`src/rtl/ice51_pkg.sv`:
```
package ice51_pkg;

   //////////////////////////////////////////////////////////////////////
   // widths

   localparam int CODE_AW = 10;   // code address, 1k bytes
   localparam int BYTE_W  = 8;

   //////////////////////////////////////////////////////////////////////
   // opcodes, 8051 encodings

   localparam logic [BYTE_W-1:0] OP_LJMP   = 8'h02;   // ljmp addr16
   localparam logic [BYTE_W-1:0] OP_INCA   = 8'h04;   // inc a
   localparam logic [BYTE_W-1:0] OP_DECA   = 8'h14;   // dec a
   localparam logic [BYTE_W-1:0] OP_ADDAI  = 8'h24;   // add a,#imm
   localparam logic [BYTE_W-1:0] OP_JZ     = 8'h60;   // jz rel
   localparam logic [BYTE_W-1:0] OP_JNZ    = 8'h70;   // jnz rel
   localparam logic [BYTE_W-1:0] OP_MOVAI  = 8'h74;   // mov a,#imm
   localparam logic [BYTE_W-1:0] OP_SJMP   = 8'h80;   // sjmp rel
   localparam logic [BYTE_W-1:0] OP_MOVDP  = 8'h90;   // mov dptr,#imm16
   localparam logic [BYTE_W-1:0] OP_MOVXAD = 8'hE0;   // movx a,@dptr
   localparam logic [BYTE_W-1:0] OP_MOVXDA = 8'hF0;   // movx @dptr,a

   //////////////////////////////////////////////////////////////////////
   // memory-mapped uart registers

   localparam logic [2*BYTE_W-1:0] MMIO_TX_STATUS = 16'h0200;   // bit 0 = tx busy
   localparam logic [2*BYTE_W-1:0] MMIO_TX_DATA   = 16'h0201;   // write starts a frame

   // data pointer, compared as one address, loaded per byte
   typedef union packed {
      logic [2*BYTE_W-1:0]      word;
      logic [1:0][BYTE_W-1:0]   bytes;   // [1] dph, [0] dpl
   } dptr_t;

endpackage

```
`src/rtl/cpu_step_if.sv`:
```
interface cpu_step_if;
   import ice51_pkg::*;

   logic                exec_stb;     // one cycle per instruction
   logic [BYTE_W-1:0]   opcode;
   logic [BYTE_W-1:0]   operand_hi;   // first operand of three-byte ops
   logic [BYTE_W-1:0]   operand_lo;   // immediate, offset or low address byte
   logic                acc_zero;

   modport seq (
      output exec_stb, opcode, operand_hi, operand_lo,
      input  acc_zero
   );

   modport exe (
      input  exec_stb, opcode, operand_hi, operand_lo,
      output acc_zero
   );

endinterface

```
`src/rtl/uart_rx.sv`:
```
module uart_rx #(
   parameter int CLKS_PER_BIT = 104
) (
   input  logic                          i_clk,
   input  logic                          i_nrst,
   input  logic                          i_rx,
   output logic                          o_byte_stb,
   output logic [ice51_pkg::BYTE_W-1:0]  o_byte
);
   import ice51_pkg::*;

   localparam int CW = $clog2(CLKS_PER_BIT);
   localparam logic [CW-1:0] FULL     = CW'(CLKS_PER_BIT - 1);
   localparam logic [CW-1:0] HALF     = CW'(CLKS_PER_BIT / 2 - 1);
   localparam logic [3:0]    STOP_IDX = 4'(BYTE_W + 1);

   logic            rx_meta, rx_sync;
   logic            active;
   logic [CW-1:0]   cnt;
   logic [3:0]      bit_idx;   // 0 start, 1..8 data, 9 stop
   logic            sample;

   // two-flop resync, line idles high
   always_ff @(posedge i_clk or negedge i_nrst) begin
      if (!i_nrst) begin
         rx_meta <= 1'b1;
         rx_sync <= 1'b1;
      end else begin
         rx_meta <= i_rx;
         rx_sync <= rx_meta;
      end
   end

   // start bit waits half a period, every later bit a full one
   assign sample = active & (cnt == ((bit_idx == 4'd0) ? HALF : FULL));

   always_ff @(posedge i_clk or negedge i_nrst) begin
      if (!i_nrst) begin
         active     <= 1'b0;
         cnt        <= '0;
         bit_idx    <= '0;
         o_byte_stb <= 1'b0;
      end else begin
         o_byte_stb <= 1'b0;
         if (!active) begin
            cnt     <= '0;
            bit_idx <= '0;
            if (!rx_sync) active <= 1'b1;   // line high before, so this is the edge
         end else if (sample) begin
            cnt     <= '0;
            bit_idx <= bit_idx + 4'd1;
            if (bit_idx == 4'd0 && rx_sync) active <= 1'b0;   // glitch, no start bit
            if (bit_idx == STOP_IDX) begin
               active     <= 1'b0;
               o_byte_stb <= rx_sync;   // drop frames with a bad stop bit
            end
         end else begin
            cnt <= cnt + CW'(1);
         end
      end
   end

   // data bits arrive lsb first
   always_ff @(posedge i_clk) begin
      if (sample && bit_idx != 4'd0 && bit_idx != STOP_IDX) begin
         o_byte <= {rx_sync, o_byte[BYTE_W-1:1]};
      end
   end

endmodule

```
`src/rtl/uart_tx.sv`:
```
module uart_tx #(
   parameter int CLKS_PER_BIT = 104
) (
   input  logic                          i_clk,
   input  logic                          i_nrst,
   input  logic                          i_stb,
   input  logic [ice51_pkg::BYTE_W-1:0]  i_byte,
   output logic                          o_busy,
   output logic                          o_tx
);
   import ice51_pkg::*;

   localparam int CW = $clog2(CLKS_PER_BIT);
   localparam logic [CW-1:0] FULL     = CW'(CLKS_PER_BIT - 1);
   localparam logic [3:0]    LAST_BIT = 4'(BYTE_W + 1);   // stop bit

   logic [BYTE_W+1:0]   shreg;   // stop, data, start
   logic [CW-1:0]       cnt;
   logic [3:0]          bit_idx;
   logic                bit_end;

   assign bit_end = o_busy & (cnt == FULL);

   always_ff @(posedge i_clk or negedge i_nrst) begin
      if (!i_nrst) begin
         o_busy  <= 1'b0;
         cnt     <= '0;
         bit_idx <= '0;
      end else if (!o_busy) begin
         cnt     <= '0;
         bit_idx <= '0;
         if (i_stb) o_busy <= 1'b1;
      end else if (bit_end) begin
         cnt     <= '0;
         bit_idx <= bit_idx + 4'd1;
         if (bit_idx == LAST_BIT) o_busy <= 1'b0;   // whole frame sent
      end else begin
         cnt <= cnt + CW'(1);
      end
   end

   // strobes during a frame are lost, idle shifter holds all ones
   always_ff @(posedge i_clk or negedge i_nrst) begin
      if (!i_nrst) begin
         shreg <= '1;
      end else if (!o_busy && i_stb) begin
         shreg <= {1'b1, i_byte, 1'b0};
      end else if (bit_end) begin
         shreg <= {1'b1, shreg[BYTE_W+1:1]};   // lsb first
      end
   end

   assign o_tx = shreg[0];   // ones fill in behind the stop bit

endmodule

```
`src/rtl/program_loader.sv`:
```
module program_loader #(
   parameter int LOAD_BYTES = 512
) (
   input  logic                           i_clk,
   input  logic                           i_nrst,
   input  logic                           i_byte_stb,
   input  logic [ice51_pkg::BYTE_W-1:0]   i_byte,
   input  logic [ice51_pkg::CODE_AW-1:0]  i_fetch_addr,
   output logic                           o_load_done,
   output logic                           o_code_wr,
   output logic [ice51_pkg::CODE_AW-1:0]  o_code_addr,
   output logic [ice51_pkg::BYTE_W-1:0]   o_code_data
);
   import ice51_pkg::*;

   localparam logic [CODE_AW-1:0] LAST = CODE_AW'(LOAD_BYTES - 1);

   logic [CODE_AW-1:0] count;   // next write address

   always_ff @(posedge i_clk or negedge i_nrst) begin
      if (!i_nrst) begin
         count       <= '0;
         o_load_done <= 1'b0;
      end else if (o_code_wr) begin
         count <= count + CODE_AW'(1);
         if (count == LAST) o_load_done <= 1'b1;   // sticky until reset
      end
   end

   assign o_code_wr   = i_byte_stb & ~o_load_done;
   assign o_code_data = i_byte;
   assign o_code_addr = o_load_done ? i_fetch_addr : count;   // cpu owns memory once loaded

endmodule

```
`src/rtl/cpu_sequencer.sv`:
```
module cpu_sequencer (
   input  logic                           i_clk,
   input  logic                           i_nrst,
   input  logic                           i_load_done,
   input  logic [ice51_pkg::BYTE_W-1:0]   i_code_data,
   output logic [ice51_pkg::CODE_AW-1:0]  o_fetch_addr,
   cpu_step_if.seq                        step
);
   import ice51_pkg::*;

   localparam logic [2:0] S_FETCH   = 3'd0;
   localparam logic [2:0] S_DECODE0 = 3'd1;
   localparam logic [2:0] S_DECODE1 = 3'd2;
   localparam logic [2:0] S_DECODE2 = 3'd3;
   localparam logic [2:0] S_EXECUTE = 3'd4;

   logic [2:0]            state, state_nxt;
   logic [CODE_AW-1:0]    pc, rel_target;
   logic [BYTE_W-1:0]     opcode_q, hi_q, lo_q;
   logic [2*BYTE_W-1:0]   abs_addr;
   logic [1:0]            ops_now;
   logic                  pc_inc, take_rel, take_abs;

   // operand bytes after the opcode, unknown ops are one-byte no-ops
   function automatic logic [1:0] op_len(input logic [BYTE_W-1:0] op);
      case (op)
         OP_MOVAI, OP_ADDAI, OP_SJMP, OP_JZ, OP_JNZ: op_len = 2'd1;
         OP_MOVDP, OP_LJMP:                          op_len = 2'd2;
         default:                                    op_len = 2'd0;
      endcase
   endfunction

   // opcode is on the code bus during decode0, latched after
   assign ops_now = op_len((state == S_DECODE0) ? i_code_data : opcode_q);

   //////////////////////////////////////////////////////////////////////
   // state machine

   always_comb begin
      state_nxt = state;
      case (state)
         S_FETCH:   if (i_load_done) state_nxt = S_DECODE0;
         S_DECODE0: state_nxt = (ops_now == 2'd0) ? S_EXECUTE : S_DECODE1;
         S_DECODE1: state_nxt = (ops_now == 2'd2) ? S_DECODE2 : S_EXECUTE;
         S_DECODE2: state_nxt = S_EXECUTE;
         default:   state_nxt = S_FETCH;
      endcase
   end

   always_ff @(posedge i_clk or negedge i_nrst) begin
      if (!i_nrst) state <= S_FETCH;
      else         state <= state_nxt;
   end

   // read data lags the address by one cycle, so latch one state late
   always_ff @(posedge i_clk) begin
      if (state == S_DECODE0) opcode_q <= i_code_data;
      if (state == S_DECODE1) begin
         if (ops_now == 2'd2) hi_q <= i_code_data;
         else                 lo_q <= i_code_data;   // two-byte ops keep it low
      end
      if (state == S_DECODE2) lo_q <= i_code_data;
   end

   //////////////////////////////////////////////////////////////////////
   // program counter

   // pc points past the last byte read, so it is the next instruction in execute
   assign pc_inc = ((state == S_FETCH) & i_load_done) |
                   ((state == S_DECODE0) & (ops_now != 2'd0)) |
                   ((state == S_DECODE1) & (ops_now == 2'd2));

   assign abs_addr   = {hi_q, lo_q};
   assign rel_target = pc + {{(CODE_AW-BYTE_W){lo_q[BYTE_W-1]}}, lo_q};   // wraps
   assign take_abs   = (opcode_q == OP_LJMP);
   assign take_rel   = (opcode_q == OP_SJMP) |
                       ((opcode_q == OP_JZ) & step.acc_zero) |
                       ((opcode_q == OP_JNZ) & ~step.acc_zero);

   always_ff @(posedge i_clk or negedge i_nrst) begin
      if (!i_nrst) begin
         pc <= '0;
      end else if (state == S_EXECUTE) begin
         if (take_abs)      pc <= abs_addr[CODE_AW-1:0];
         else if (take_rel) pc <= rel_target;
      end else if (pc_inc) begin
         pc <= pc + CODE_AW'(1);
      end
   end

   assign o_fetch_addr    = pc;
   assign step.exec_stb   = (state == S_EXECUTE);
   assign step.opcode     = opcode_q;
   assign step.operand_hi = hi_q;
   assign step.operand_lo = lo_q;

endmodule

```
`src/rtl/cpu_execute.sv`:
```
module cpu_execute (
   input  logic                          i_clk,
   input  logic                          i_nrst,
   cpu_step_if.exe                       step,
   input  logic                          i_tx_busy,
   output logic                          o_tx_stb,
   output logic [ice51_pkg::BYTE_W-1:0]  o_tx_byte
);
   import ice51_pkg::*;

   logic [BYTE_W-1:0]   acc;
   dptr_t               dptr;
   logic                at_tx_data, at_tx_status;

   // mmio decode
   assign at_tx_data   = (dptr.word == MMIO_TX_DATA);
   assign at_tx_status = (dptr.word == MMIO_TX_STATUS);

   //////////////////////////////////////////////////////////////////////
   // accumulator and data pointer

   always_ff @(posedge i_clk or negedge i_nrst) begin
      if (!i_nrst) begin
         acc       <= '0;
         dptr.word <= '0;
      end else if (step.exec_stb) begin
         case (step.opcode)
            OP_MOVAI:  acc <= step.operand_lo;
            OP_ADDAI:  acc <= acc + step.operand_lo;   // no carry kept
            OP_INCA:   acc <= acc + BYTE_W'(1);
            OP_DECA:   acc <= acc - BYTE_W'(1);
            OP_MOVXAD: begin
               // only the status register is readable, the rest reads zero
               acc <= at_tx_status ? {{(BYTE_W-1){1'b0}}, i_tx_busy} : '0;
            end
            OP_MOVDP: begin
               dptr.bytes[1] <= step.operand_hi;
               dptr.bytes[0] <= step.operand_lo;
            end
            default: ;
         endcase
      end
   end

   assign step.acc_zero = (acc == '0);

   // a write to the data register starts a frame, lost if the uart is busy
   assign o_tx_stb  = step.exec_stb & (step.opcode == OP_MOVXDA) & at_tx_data;
   assign o_tx_byte = acc;

endmodule

```
`src/rtl/ice51_top.sv`:
```
module ice51_top #(
   parameter int CLKS_PER_BIT = 104,
   parameter int LOAD_BYTES   = 512
) (
   input  logic                           i_clk,
   input  logic                           i_nrst,
   input  logic                           i_uart_rx,
   output logic                           o_uart_tx,
   output logic                           o_code_wr,
   output logic [ice51_pkg::CODE_AW-1:0]  o_code_addr,
   output logic [ice51_pkg::BYTE_W-1:0]   o_code_data,
   input  logic [ice51_pkg::BYTE_W-1:0]   i_code_data
);
   import ice51_pkg::*;

   logic                 rx_stb;
   logic [BYTE_W-1:0]    rx_byte;
   logic                 load_done;
   logic [CODE_AW-1:0]   fetch_addr;
   logic                 tx_stb, tx_busy;
   logic [BYTE_W-1:0]    tx_byte;

   cpu_step_if step_bus ();

   //////////////////////////////////////////////////////////////////////
   // boot path

   uart_rx #(.CLKS_PER_BIT(CLKS_PER_BIT)) uart_rx_inst (
      .i_clk      (i_clk),
      .i_nrst     (i_nrst),
      .i_rx       (i_uart_rx),
      .o_byte_stb (rx_stb),
      .o_byte     (rx_byte)
   );

   program_loader #(.LOAD_BYTES(LOAD_BYTES)) program_loader_inst (
      .i_clk        (i_clk),
      .i_nrst       (i_nrst),
      .i_byte_stb   (rx_stb),
      .i_byte       (rx_byte),
      .i_fetch_addr (fetch_addr),
      .o_load_done  (load_done),
      .o_code_wr    (o_code_wr),
      .o_code_addr  (o_code_addr),
      .o_code_data  (o_code_data)
   );

   //////////////////////////////////////////////////////////////////////
   // core and console

   cpu_sequencer cpu_sequencer_inst (
      .i_clk        (i_clk),
      .i_nrst       (i_nrst),
      .i_load_done  (load_done),
      .i_code_data  (i_code_data),
      .o_fetch_addr (fetch_addr),
      .step         (step_bus.seq)
   );

   cpu_execute cpu_execute_inst (
      .i_clk     (i_clk),
      .i_nrst    (i_nrst),
      .step      (step_bus.exe),
      .i_tx_busy (tx_busy),
      .o_tx_stb  (tx_stb),
      .o_tx_byte (tx_byte)
   );

   uart_tx #(.CLKS_PER_BIT(CLKS_PER_BIT)) uart_tx_inst (
      .i_clk  (i_clk),
      .i_nrst (i_nrst),
      .i_stb  (tx_stb),
      .i_byte (tx_byte),
      .o_busy (tx_busy),
      .o_tx   (o_uart_tx)
   );

endmodule

```
`config.mk`:
```
export PLATFORM = sky130hd
export DESIGN_NAME = ice51_top
export DESIGN_NICKNAME = d
export VERILOG_FILES = /design/src/rtl/ice51_pkg.sv /design/src/rtl/cpu_step_if.sv /design/src/rtl/uart_rx.sv /design/src/rtl/uart_tx.sv /design/src/rtl/program_loader.sv /design/src/rtl/cpu_sequencer.sv /design/src/rtl/cpu_execute.sv /design/src/rtl/ice51_top.sv
export SDC_FILE = /design/constraint.sdc
export NUM_CORES = 1
export LEC_CHECK = 0
export BUFFER_PORTS_ARGS = -buffer_cell sky130_fd_sc_hd__buf_2
export CORE_ASPECT_RATIO = 0.7
export CORE_MARGIN = 2
export CORE_UTILIZATION = 62
export DETAILED_ROUTE_END_ITERATION = 8
export GPL_TIMING_DRIVEN = 0
export HOLD_SLACK_MARGIN = 0.12
export PLACE_DENSITY = 0.8
export SETUP_SLACK_MARGIN = 0.1
export SYNTH_ARGS = -nofsm -noshare
export SYNTH_HDL_FRONTEND = slang
export SYNTH_HIERARCHICAL = 1
export SYNTH_SLANG_ARGS = --single-unit
```
`constraint.sdc`:
```
create_clock -name i_clk -period 3.4 [get_ports i_clk]
set_input_delay 0.17 -clock i_clk [delete_from_list [all_inputs] [get_ports i_clk]]
set_output_delay 0.17 -clock i_clk [all_outputs]
set_load 0.02 [all_outputs]
```
==> metrics, run 1 <==
status finished clean; Leak Pwr 3.37 nW; core area 10400 um^2; Slew HR 27.3%; num ports 31; Clock Sinks 116; Startpoint Class flip-flop; DP Worst Slack 0.191 ns; first-pass GRT wire length 27000 um; CTS HTree Levels 4; routed len/inst 18.8 um; GPL Wtd Cong 0.842; final hold vios 0; # port buffers 30; Post-synth EDFFs 24; CP max-delay cell dfxtp_1; Die Span X 128 um; total track usage 29.4%; busiest grt layer met2; die footprint 11700 um^2; power per standard cell area 454 nW/um^2; Net Count, Synth 701; max frequency 316 MHz; via count of the routed design 5583; share of the synthesized area in the top cell type 27.3%; Die Ht 91.0 um; gr ovfl total 0; Arrival @ worst endpoint 3.44 ns; clk slew on worst S/H paths 0.06 ns; synthesized instance count 661; Synth Cell Area 6700 um^2; CP required 3.68 ns; DR pass1 iterations 6; sequential area share after synthesis 44.7%; Placed Area 7040 um^2; vias in the first global route 5447; Setup CP Type reg -> reg; drt via density 6.45; area of the multi-input gates 3460 um^2; P&R area growth vs syn 16.2%; register area 3000 um^2; starting density of the core 64.2%; Clock Tree Root clkbuf_16; Post-Synth Adder-Cell Area 5.64%; Synth Flop Type dfrtp_1; Crit Path Max Fanout 10; RSZ-0062 raised after global routing true; Largest stage delay, worst path 0.42 ns; Max Cap Viol 0; total CTS buffers 17; Worst setup EP type flip-flop; FP Rows 31; fill count 680; met2 Track Usage GR 44.2%; nets@finish 761; Inserted Diodes 0; final worst-path cycle share 92.9%; Worst Hold Class in -> async; Max clock buf depth 2; Post-Route WL 16300 um; worst skew pair latency 0.42 ns; initial antenna violation count 0; largest net degree at the start of global routing 69; Post-synth ARST share 72.4%; setup TNS 0 ns; HPWL after DPL 10700 um; mux share of post-synthesis cell area 5.40%; max-slew violation count 0; final setup fails 0; design area 7780 um^2; ANT nets after route 0; final core occ 74.6%; Compound-Gate Fraction of Synth Area 15.7%; DRT iter0 DRCs 616; min Tclk post-route 3.16 ns; drt drc 0; fraction of layout cells with a size suffix above 1 18.7%; mean post-synth cell area 10.1 um^2; Synth Register Bits 116; CP Cell Sequence or2_2, or3_1, buf_6, nand2_1, ha_1, inv_1, fa_1, a21o_1, a21oi_2, o21ai_0, xor2_1, a221oi_1, a21oi_1; main combinational cell family by area after synthesis simple AND/OR/NAND/NOR gates; worst-case vdd ir drop 0.369 mV; Worst-Margin Slew 1.08 ns; post-synthesis cell type count 82; top cell type by total area after synthesis dfrtp_1; Ys Warns 6; Post-Synth Simple-Gate Area 19.9%; CTS tree done; final worst setup slack 0.240 ns; largest cells by area after synthesis dfrtp_1, edfxtp_1, ha_1; GRT met3 Usage 8.49%; post-synthesis xor/xnor area fraction 4.84%; final clock skew 0.00847 ns; met1 Use GR 40.9%
==> per-layer routing <==
layer	share of wire [%]	vias to the layer above
li1	-	2552
met1	43	2717
met2	45	267
met3	8.7	47
met4	2.4	0
met5	0	-
==> layout by cell type (no fill, tap or decap), types with 14 or more instances in the layout <==
cell,Yosys,routed
dfrtp_1,73,73
nand2_1,66,66
nor2_1,36,36
buf_2,2,31
a21oi_1,31,30
o21ai_0,29,29
ha_1,27,27
mux2_2,25,25
edfxtp_1,24,24
inv_1,23,23
nand3_1,23,23
xnor2_1,22,22
clkbuf_16,0,17
nor3_1,17,17
clkbuf_1,17,17
nand4_1,16,16
xor2_1,15,15
a22oi_1,14,14
==> report_power, final <==
group	leakage [nW]	switching, W	total (W)	internal [W]
Clock	0.295	0.000653	0.00189	0.00124
Combinational	1.68	0.0000959	0.000165	0.0000695
Sequential	1.40	0.0000353	0.00147	0.00144
Total	3.37	0.000784	0.00353	0.00275
==> metrics by stage <==
step           hold WS (ns)  power, W  cells
2_1_floorplan        -0.126   0.00158    661
3_3_place_gp          0.287   0.00163    823
3_5_place_dp         0.0520   0.00165    824
4_1_cts               0.179   0.00353    866
5_1_grt               0.206   0.00363    866
6_report              0.181   0.00353    866
==> timing repair <==
item	4_1_cts	5_1_grt
hold buffers	10	0
endpoints found under the setup margin	0	8
gates resized for setup	0	3
endpoints found under the hold margin	97	0
buffers inserted	0	0
==> final cells by class <==
| cell class | count | area share, % |
|---|---|---|
| multi-input combinational | 490 | 44.5 |
| sequential | 116 | 38.5 |
| clock buffer | 18 | 5.64 |
| timing repair buffer | 41 | 3.60 |
| clock inverter | 14 | 2.38 |
| buffer | 31 | 2.12 |
| tap | 132 | 2.12 |
| inverter | 24 | 1.16 |
==> synthesized netlist by cell type (all sizes together), types with 12 or more instances <==
library cell,count
inv,23
dfrtp,73
clkbuf,17
xnor2,22
nor3,17
ha,27
o211ai,12
nand2,66
a21oi,34
nand3,24
nor2,36
buf,14
xor2,15
mux2,25
nand4,16
o21ai,38
edfxtp,24
a22oi,14
==> sequential cells by signal (all words and copies together), names as in the netlist, 4 cells and up <==
signal,count
uart_tx_inst/bit_idx,4
uart_rx_inst/o_byte,8
uart_rx_inst/cnt,7
program_loader_inst/count,10
uart_tx_inst/shreg,9
cpu_sequencer_inst/o_fetch_addr,10
uart_rx_inst/bit_idx,4
cpu_execute_inst/dptr,16
uart_tx_inst/cnt,7
cpu_sequencer_inst/step.operand_hi,8
cpu_sequencer_inst/step.opcode,8
cpu_execute_inst/o_tx_byte,8
cpu_sequencer_inst/step.operand_lo,8
==> cell families (layout without fill, tap and decap cells) <==
kind of cell	count (synthesis)	in the layout
DFF	116	116
xor gates and xnor gates	37	37
adders and majority gates	29	29
buffers and inverters	55	128
AOI/OAI and AO/OA	150	150
muxes	33	33
and+or+nand+nor	241	241
==> worst paths after layout <==
kind	slack (ns)	endpoint	from	cells past startpoint
max in group asynchronous	2.59	uart_rx_inst/rx_meta$_DFF_PN1_	i_nrst	3
worst max-delay path	0.24	cpu_execute_inst/o_tx_byte[6]$_DFFE_PN0P_	cpu_sequencer_inst/step.opcode[5]$_DFF_P_	13
min in group i_clk	0.36	uart_rx_inst/rx_sync$_DFF_PN1_	uart_rx_inst/rx_meta$_DFF_PN1_	0
worst min register to register	0.36	uart_rx_inst/rx_sync$_DFF_PN1_	uart_rx_inst/rx_meta$_DFF_PN1_	0
worst min-delay path	0.18	cpu_execute_inst/dptr[4]$_DFFE_PN0P_	i_nrst	2
worst max register to register	0.24	cpu_execute_inst/o_tx_byte[6]$_DFFE_PN0P_	cpu_sequencer_inst/step.opcode[5]$_DFF_P_	13
==> critical path, delay by kind of cell, from the launching register on <==
family / cells / cell delay (ns)
buffers and inverters: 2 / 0.19
AO/OA/AOI/OAI: 5 / 0.84
adder cells (fa/ha/maj): 2 / 0.54
XOR/XNOR: 1 / 0.16
AND/OR/NAND/NOR: 3 / 0.88
flip-flops: 1 / 0.42
(Power assumes the default switching activity.)
==> run 2: changes to the inputs <==
SYNTH_HIERARCHICAL = not set   (was 1)
==> run 2 against run 1 <==
Compared with the run above:
- global-route usage is 0.14 points lower
- worst hold slack worse by 0.0031 ns
- area after synthesis is 5.9% lower
- via count is 8.0% lower
- sequential power is 3% lower
- utilization is 0.99 points higher
- combinational power is 70% lower
- clock power is 3% higher
- worst setup slack better by 0.14 ns
- final cell count is 5.3% lower
- synthesized cell count is 6.4% lower
- count of clock-buffer cells in the layout stayed put
==> metrics, run 2 <==
status finished clean; most frequent cells after synthesis dfrtp_1, nand2_1, a21oi_1; final worst setup slack 0.381 ns (+0.141 ns); worst-case vdd ir drop 0.353 mV (-4.3%); HPWL after DPL 10500 um (-1.8%); Max clock buf depth 2 (unchanged); Leak Pwr 3.34 nW (-0.99%); DRT iter0 DRCs 601 (-2.4%); Inserted Diodes 0 (unchanged); Largest stage delay, worst path 0.70 ns (+0.28 ns); P&R area growth vs syn 17.4%; CP max-delay cell nor3_1; # port buffers 30 (unchanged); GPL Wtd Cong 0.910 (+8.1%); max-slew violation count 0 (unchanged); core area 9800 um^2 (-6.1%); total CTS buffers 17 (unchanged); DR pass1 iterations 6 (unchanged); Setup CP Type reg -> reg; Startpoint Class flip-flop; Clock Sinks 116 (unchanged); CP Cell Sequence inv_1, ha_1, nor3b_1, nor4bb_1, a21oi_1, nor3_1, nand2_1, nor2_1; final worst-path cycle share 88.8% (-4.2 points); top cell type by total area after synthesis dfrtp_1; gr ovfl total 0 (unchanged); DP Worst Slack 0.0351 ns (-0.156 ns); CTS HTree Levels 4 (unchanged); Post-synth ARST share 72.4% (unchanged); Worst Hold Class in -> async; Top reg by flops cpu_execute_inst.dptr; RSZ-0062 raised after global routing false; nets@finish 719 (-5.5%); max reg flops 16 (unchanged); Synth Cell Area 6300 um^2 (-5.9%); num ports 31 (unchanged); Net Count, Synth 659 (-6.0%); fill count 626 (-7.9%); Die Span X 125 um (-2.9%); ANT nets after route 0 (unchanged); total track usage 29.3% (-0.14 points); via count of the routed design 5134 (-8.0%); Arrival @ worst endpoint 3.06 ns (-0.38 ns); setup bufs post-CTS 0 (unchanged); Crit Path Max Fanout 8 (-2); Post-synth EDFFs 24 (unchanged); post-synthesis cell type count 62 (-24%); Critical Path Stages 8 (-5); CP required 3.44 ns (-0.24 ns); Placed Area 6650 um^2 (-5.6%); FP Rows 30 (-3.2%); mean post-synth cell area 10.2 um^2 (+0.52%); Ys Warns 0 (-6); starting density of the core 64.4% (+0.16 points); share of the synthesized area in the top cell type 29.0% (+1.7 points); reg2reg path depth 8 (-5); vias in the first global route 5085 (-6.6%); drt drc 0 (unchanged); Synth Register Bits 116 (unchanged); Max Cap Viol 0 (unchanged); CP delay by family, top simple AND/OR/NAND/NOR gates; Buffers & Inverters on Critical Path 1 (-1); Post-Route WL 15300 um (-5.6%); Clock Tree Root clkbuf_16; design area 7400 um^2 (-4.9%); setup TNS 0 ns (unchanged); Die Ht 88.4 um (-2.8%); drt via density 6.26 (-2.9%); sequential area share after synthesis 47.5% (+2.8 points); top-count cell post-synth dfrtp_1; min Tclk post-route 3.02 ns (-0.141 ns); Worst-Margin Slew 0.837 ns (-0.245 ns); final core occ 75.6% (+0.99 points); CTS tree done; commonest non-fill, non-tap cell in the layout dfrtp_1; hold slack 0.178 ns (-0.00309 ns); Slew HR 43.8% (+16 points); largest net degree at the start of global routing 69 (unchanged); most frequent cells in the layout dfrtp_1, nand2_1, a21oi_1; Synth Flop Type dfrtp_1; Worst setup EP type flip-flop; final hold vios 0 (unchanged); worst skew pair latency 0.41 ns (about the same); initial antenna violation count 0 (unchanged); max frequency 331 MHz (+4.7%); final clock skew 0.00714 ns (-0.00133 ns); routed len/inst 18.7 um (-0.35%); power per standard cell area 461 nW/um^2 (+1.5%); die footprint 11000 um^2 (-5.6%); clk slew on worst S/H paths 0.06 ns (about the same); synthesized instance count 619 (-6.4%); first-pass GRT wire length 25200 um (-6.7%); fraction of layout cells with a size suffix above 1 17.5% (-1.2 points); final setup fails 0 (unchanged); largest cells by area after synthesis dfrtp_1, edfxtp_1, ha_1
run 2: cell types whose count changed after synthesis, moves of 6 or more:
cell and change:
buf_4 -6, a22oi_1 -7, inv_1 -9, a21oi_1 +15, o211ai_1 -9, nor2_1 +8
xnor2_1 +8, o21ai_1 -6, or4_1 -6, nand4_1 -6
run 2: repair_timing:
item / in CTS / in global routing
endpoints found under the hold margin: 98 / 0
gates resized for setup: 2 / 2
hold buffers: 10 / 0
endpoints found under the setup margin: 2 / 3
run 2: cells by family after synthesis:
kind of cell    count (synthesis)  share of synthesized area (%)
simple gates                  231                           18.6
flops                         116                           47.5
compound gates                131                           13.3
mux                            35                           6.07
buf+inv                        33                           2.36
xor+xnor                       44                           6.11
fa+ha+maj                      29                           5.99
run 2: stage by stage:
stage / total power, W / instances
6_report: 0.00341 / 820
5_1_grt: 0.00349 / 820
4_1_cts: 0.00342 / 820
3_5_place_dp: 0.00149 / 778
3_3_place_gp: 0.00148 / 777
2_1_floorplan: 0.00145 / 619
run 2: power breakdown:
part           switching, W  internal (W)
Sequential      0.000000699       0.00142
Clock              0.000643       0.00129
Combinational     0.0000326     0.0000178
run 2: area by class of cell:
cell class	count	area (um^2)	share of cell area, %
Timing Repair Buffer	41	280	3.79
Sequential cell	116	3000	40.5
Multi-Input combinational cell	470	3180	42.9
Clock inverter	14	211	2.86
Clock buffer	18	429	5.80
Inverter	14	52.6	0.710
Buffer	19	96.3	1.30
Tap cell	128	160	2.16
run 2: metal layers:
metal	vias to the layer above	routed length (um)	GRT usage, %	part of all wire [%]
li1	2360	-	-	-
met1	2534	6730	40.1	44
met2	214	7220	47.2	47
met3	26	1190	6.83	7.7
met4	0	207	9.60	1.3
met5	-	0	0	0
run 2: final timing paths:
kind / to / slack, ns / start
max: uart_rx_inst.o_byte[0]$_DFFE_PP_ / 0.38 / uart_rx_inst.bit_idx[0]$_DFFE_PN0P_
min: cpu_execute_inst.dptr[13]$_DFFE_PN0P_ / 0.18 / i_nrst
max reg2reg: uart_rx_inst.o_byte[0]$_DFFE_PP_ / 0.38 / uart_rx_inst.bit_idx[0]$_DFFE_PN0P_
min reg2reg: uart_rx_inst.rx_sync$_DFF_PN1_ / 0.35 / uart_rx_inst.rx_meta$_DFF_PN1_
max in group asynchronous: uart_tx_inst.shreg[2]$_DFFE_PN1P_ / 2.56 / i_nrst
min in group i_clk: uart_rx_inst.rx_sync$_DFF_PN1_ / 0.35 / uart_rx_inst.rx_meta$_DFF_PN1_
==> run 3: changes to the inputs <==
ABC_AREA = 1   (was not set)
==> run 3 against run 2 <==
Compared with the run above:
- clock skew is 0.0018 ns higher
- critical path depth is 11 higher
- critical path type unchanged
- utilization is 2.0 points lower
- largest power group unchanged
==> metrics, run 3 <==
sequential area share after synthesis 46.5% (-1.1 points); Post-synth ARST share 72.4% (unchanged); Max Cap Viol 0 (unchanged); Metal-1 WL 7180 um (+6.6%); commonest non-fill, non-tap cell in the layout nand2_1; total CTS buffers 17 (unchanged); total track usage 28.2% (-1.1 points); post-synthesis cell type count 45 (-27%); starting density of the core 63.0% (-1.4 points); largest net degree at the start of global routing 67 (-2.9%); nets@finish 882 (+23%); vias in the first global route 5194 (+2.1%); final clock skew 0.00892 ns (+0.00178 ns); Synth Register Bits 116 (unchanged); setup bufs post-CTS 0 (unchanged); num ports 31 (unchanged); top cell type by total area after synthesis dfrtp_1; Die Ht 89.3 um (+1.1%); Slew HR 56.4% (+13 points); setup TNS 0 ns (unchanged); metal2 WL 6920 um (-4.2%); drt drc 0 (unchanged); Clock Tree Root clkbuf_16; Ys Warns 0 (unchanged); P&R area growth vs syn 16.8%; Setup CP Type reg -> reg; Worst setup EP type flip-flop; share of the synthesized area in the top cell type 28.3% (-0.66 points); min Tclk post-route 2.90 ns (-0.123 ns); die footprint 11300 um^2 (+2.2%); DR pass1 iterations 5 (-1); Synth Cell Area 6450 um^2 (+2.3%); Routed met3 length 906 um (-24%); Leak Pwr 3.75 nW (+12%); Post-synth EDFFs 24 (unchanged); DRT iter0 DRCs 505 (-16%); Post-CTS Resized 0 (-2); core area 10200 um^2 (+4.5%); mean post-synth cell area 8.25 um^2 (-19%); clk slew on worst S/H paths 0.06 ns (about the same); HPWL after DPL 11100 um (+5.3%); Inserted Diodes 0 (unchanged); # port buffers 30 (unchanged); Clock Sinks 116 (unchanged); initial antenna violation count 0 (unchanged); Crit Path Max Fanout 8 (unchanged); Placed Cells 945 (+21%); Max clock buf depth 2 (unchanged); worst-case vdd ir drop 0.403 mV (+14%); CTS tree done; most frequent cells after synthesis nand2_1, inv_1, dfrtp_1, nor2_1, o21ai_0; routed len/inst 15.4 um (-17%); Net Count, Synth 822 (+25%); Die Span X 126 um (+1.1%); CP required 3.70 ns (+0.26 ns); RSZ-0062 raised after global routing false; Synth Flop Type dfrtp_1; top-count cell post-synth nand2_1; final hold vios 0 (unchanged); reg2reg start cpu_sequencer_inst.step.opcode[1]$_DFF_P_; first-pass GRT wire length 24900 um (-0.99%); largest cells by area after synthesis dfrtp_1, edfxtp_1, nand2_1; Startpoint Class flip-flop; FP Rows 31 (+3.3%); worst skew pair latency 0.41 ns (about the same); ANT nets after route 0 (unchanged); drt via density 5.67 (-9.4%); final worst-path cycle share 85.2% (-3.6 points); Highest Signal Layer met4; max frequency 345 MHz (+4.3%); max-slew violation count 0 (unchanged); power per standard cell area 449 nW/um^2 (-2.4%); Top reg by flops cpu_execute_inst.dptr; gr ovfl total 0 (unchanged); fin cells 987 (+20%); via count of the routed design 5600 (+9.1%); fraction of layout cells with a size suffix above 1 13.3% (-4.2 points); Worst-Margin Slew 0.651 ns (-0.185 ns); final setup fails 0 (unchanged); status finished clean; GPL Wtd Cong 0.922 (+1.3%); synthesized instance count 782 (+26%); Arrival @ worst endpoint 3.19 ns (+0.13 ns); CTS HTree Levels 4 (unchanged); Post-Route WL 15200 um (-0.59%); max reg flops 16 (unchanged); most frequent cells in the layout nand2_1, inv_1, nor2_1, dfrtp_1, o21ai_0; Worst Hold Class in -> async; Critical Path Source cpu_sequencer_inst.step.opcode[1]$_DFF_P_
-- run 3: cell count changes in the layout (fill, tap and decap cells not counted), sizes merged, moves of 26 or more --
cell,change
inv,+90
o21ai,+46
nor2,+31
nand2,+108
nand3,+50
xnor2,-26
-- run 3: worst paths after layout --
kind / slack [ns] / cells after the start / endpoint
worst min-delay path: 0.21 / 2 / program_loader_inst.count[8]$_DFFE_PN0P_
worst min register to register: 0.36 / 0 / uart_rx_inst.rx_sync$_DFF_PN1_
worst max-delay path: 0.50 / 19 / cpu_execute_inst.o_tx_byte[6]$_DFFE_PN0P_
worst max register to register: 0.50 / 19 / cpu_execute_inst.o_tx_byte[6]$_DFFE_PN0P_
min in group i_clk: 0.36 / 0 / uart_rx_inst.rx_sync$_DFF_PN1_
max in group asynchronous: 2.53 / 3 / uart_tx_inst.shreg[0]$_DFFE_PN1P_
-- run 3: where the power goes --
group	total (W)	internal, W	switching (W)
Sequential	0.00142	0.00142	0.000000647
Clock	0.00192	0.00130	0.000615
Combinational	0.0000443	0.0000159	0.0000284
Total	0.00339	0.00274	0.000644
-- run 3: kinds of logic after synthesis --
logic type | after synthesis | share of synthesized area, %
simple gates | 358 | 24.9
compound gates | 132 | 11.2
flops | 116 | 46.5
mux | 7 | 1.22
buf+inv | 114 | 6.90
xor+xnor | 26 | 3.53
fa+ha+maj | 29 | 5.86
-- run 3: layer usage --
layer | vias to the layer above | track usage [%]
met5 | - | 0
met2 | 198 | 44.6
met3 | 33 | 5.57
met1 | 2645 | 40.0
met4 | 0 | 8.99
li1 | 2724 | -
-- run 3: final cells by class --
| class | instances | area (um^2) |
|---|---|---|
| inverters | 104 | 390 |
| flip-flops and latches | 116 | 3000 |
| well taps | 132 | 165 |
| plain buffers | 10 | 55.1 |
| multi-input cells | 552 | 3010 |
| repair buffers | 41 | 280 |
| clock inverters | 8 | 146 |
| fillers | 734 | 2710 |
| clock buffers | 24 | 492 |
-- run 3: stage by stage --
stage               util, %  power [W]  hold WS (ns)  setup WS, ns  cell area [um^2]
floorplan                 -    0.00145        -0.126          1.04              6450
global placement       66.1    0.00148         0.276         0.640              6770
detailed placement     66.4    0.00148        0.0754         0.538              6800
CTS                    73.6    0.00340         0.183         0.545              7530
global route           73.6    0.00347         0.229         0.150              7530
finish                 73.6    0.00339         0.205         0.504              7530
-- run 3: what timing repair did --
| action | 4_1_cts | 5_1_grt |
|---|---|---|
| hold endpoints to repair | 96 | 0 |
| hold buffers | 10 | 0 |
| setup endpoints to repair | 0 | 0 |
-- run 3: critical path, cell delays in order, from the launching register on --
cell and delay (ns):
dfxtp_1 0.33, nor2_1 0.15, nand3_1 0.14, inv_1 0.11
nand3_1 0.22, inv_1 0.14, nand2_1 0.17, o21ai_0 0.20
inv_1 0.10, fa_1 0.41, nor2_1 0.15, o21ai_0 0.10
nand2_1 0.10, nand2_1 0.05, nand2_1 0.06, a21oi_1 0.07
nor2_1 0.11, nor2_1 0.05, nand2_1 0.06, a21oi_1 0.06
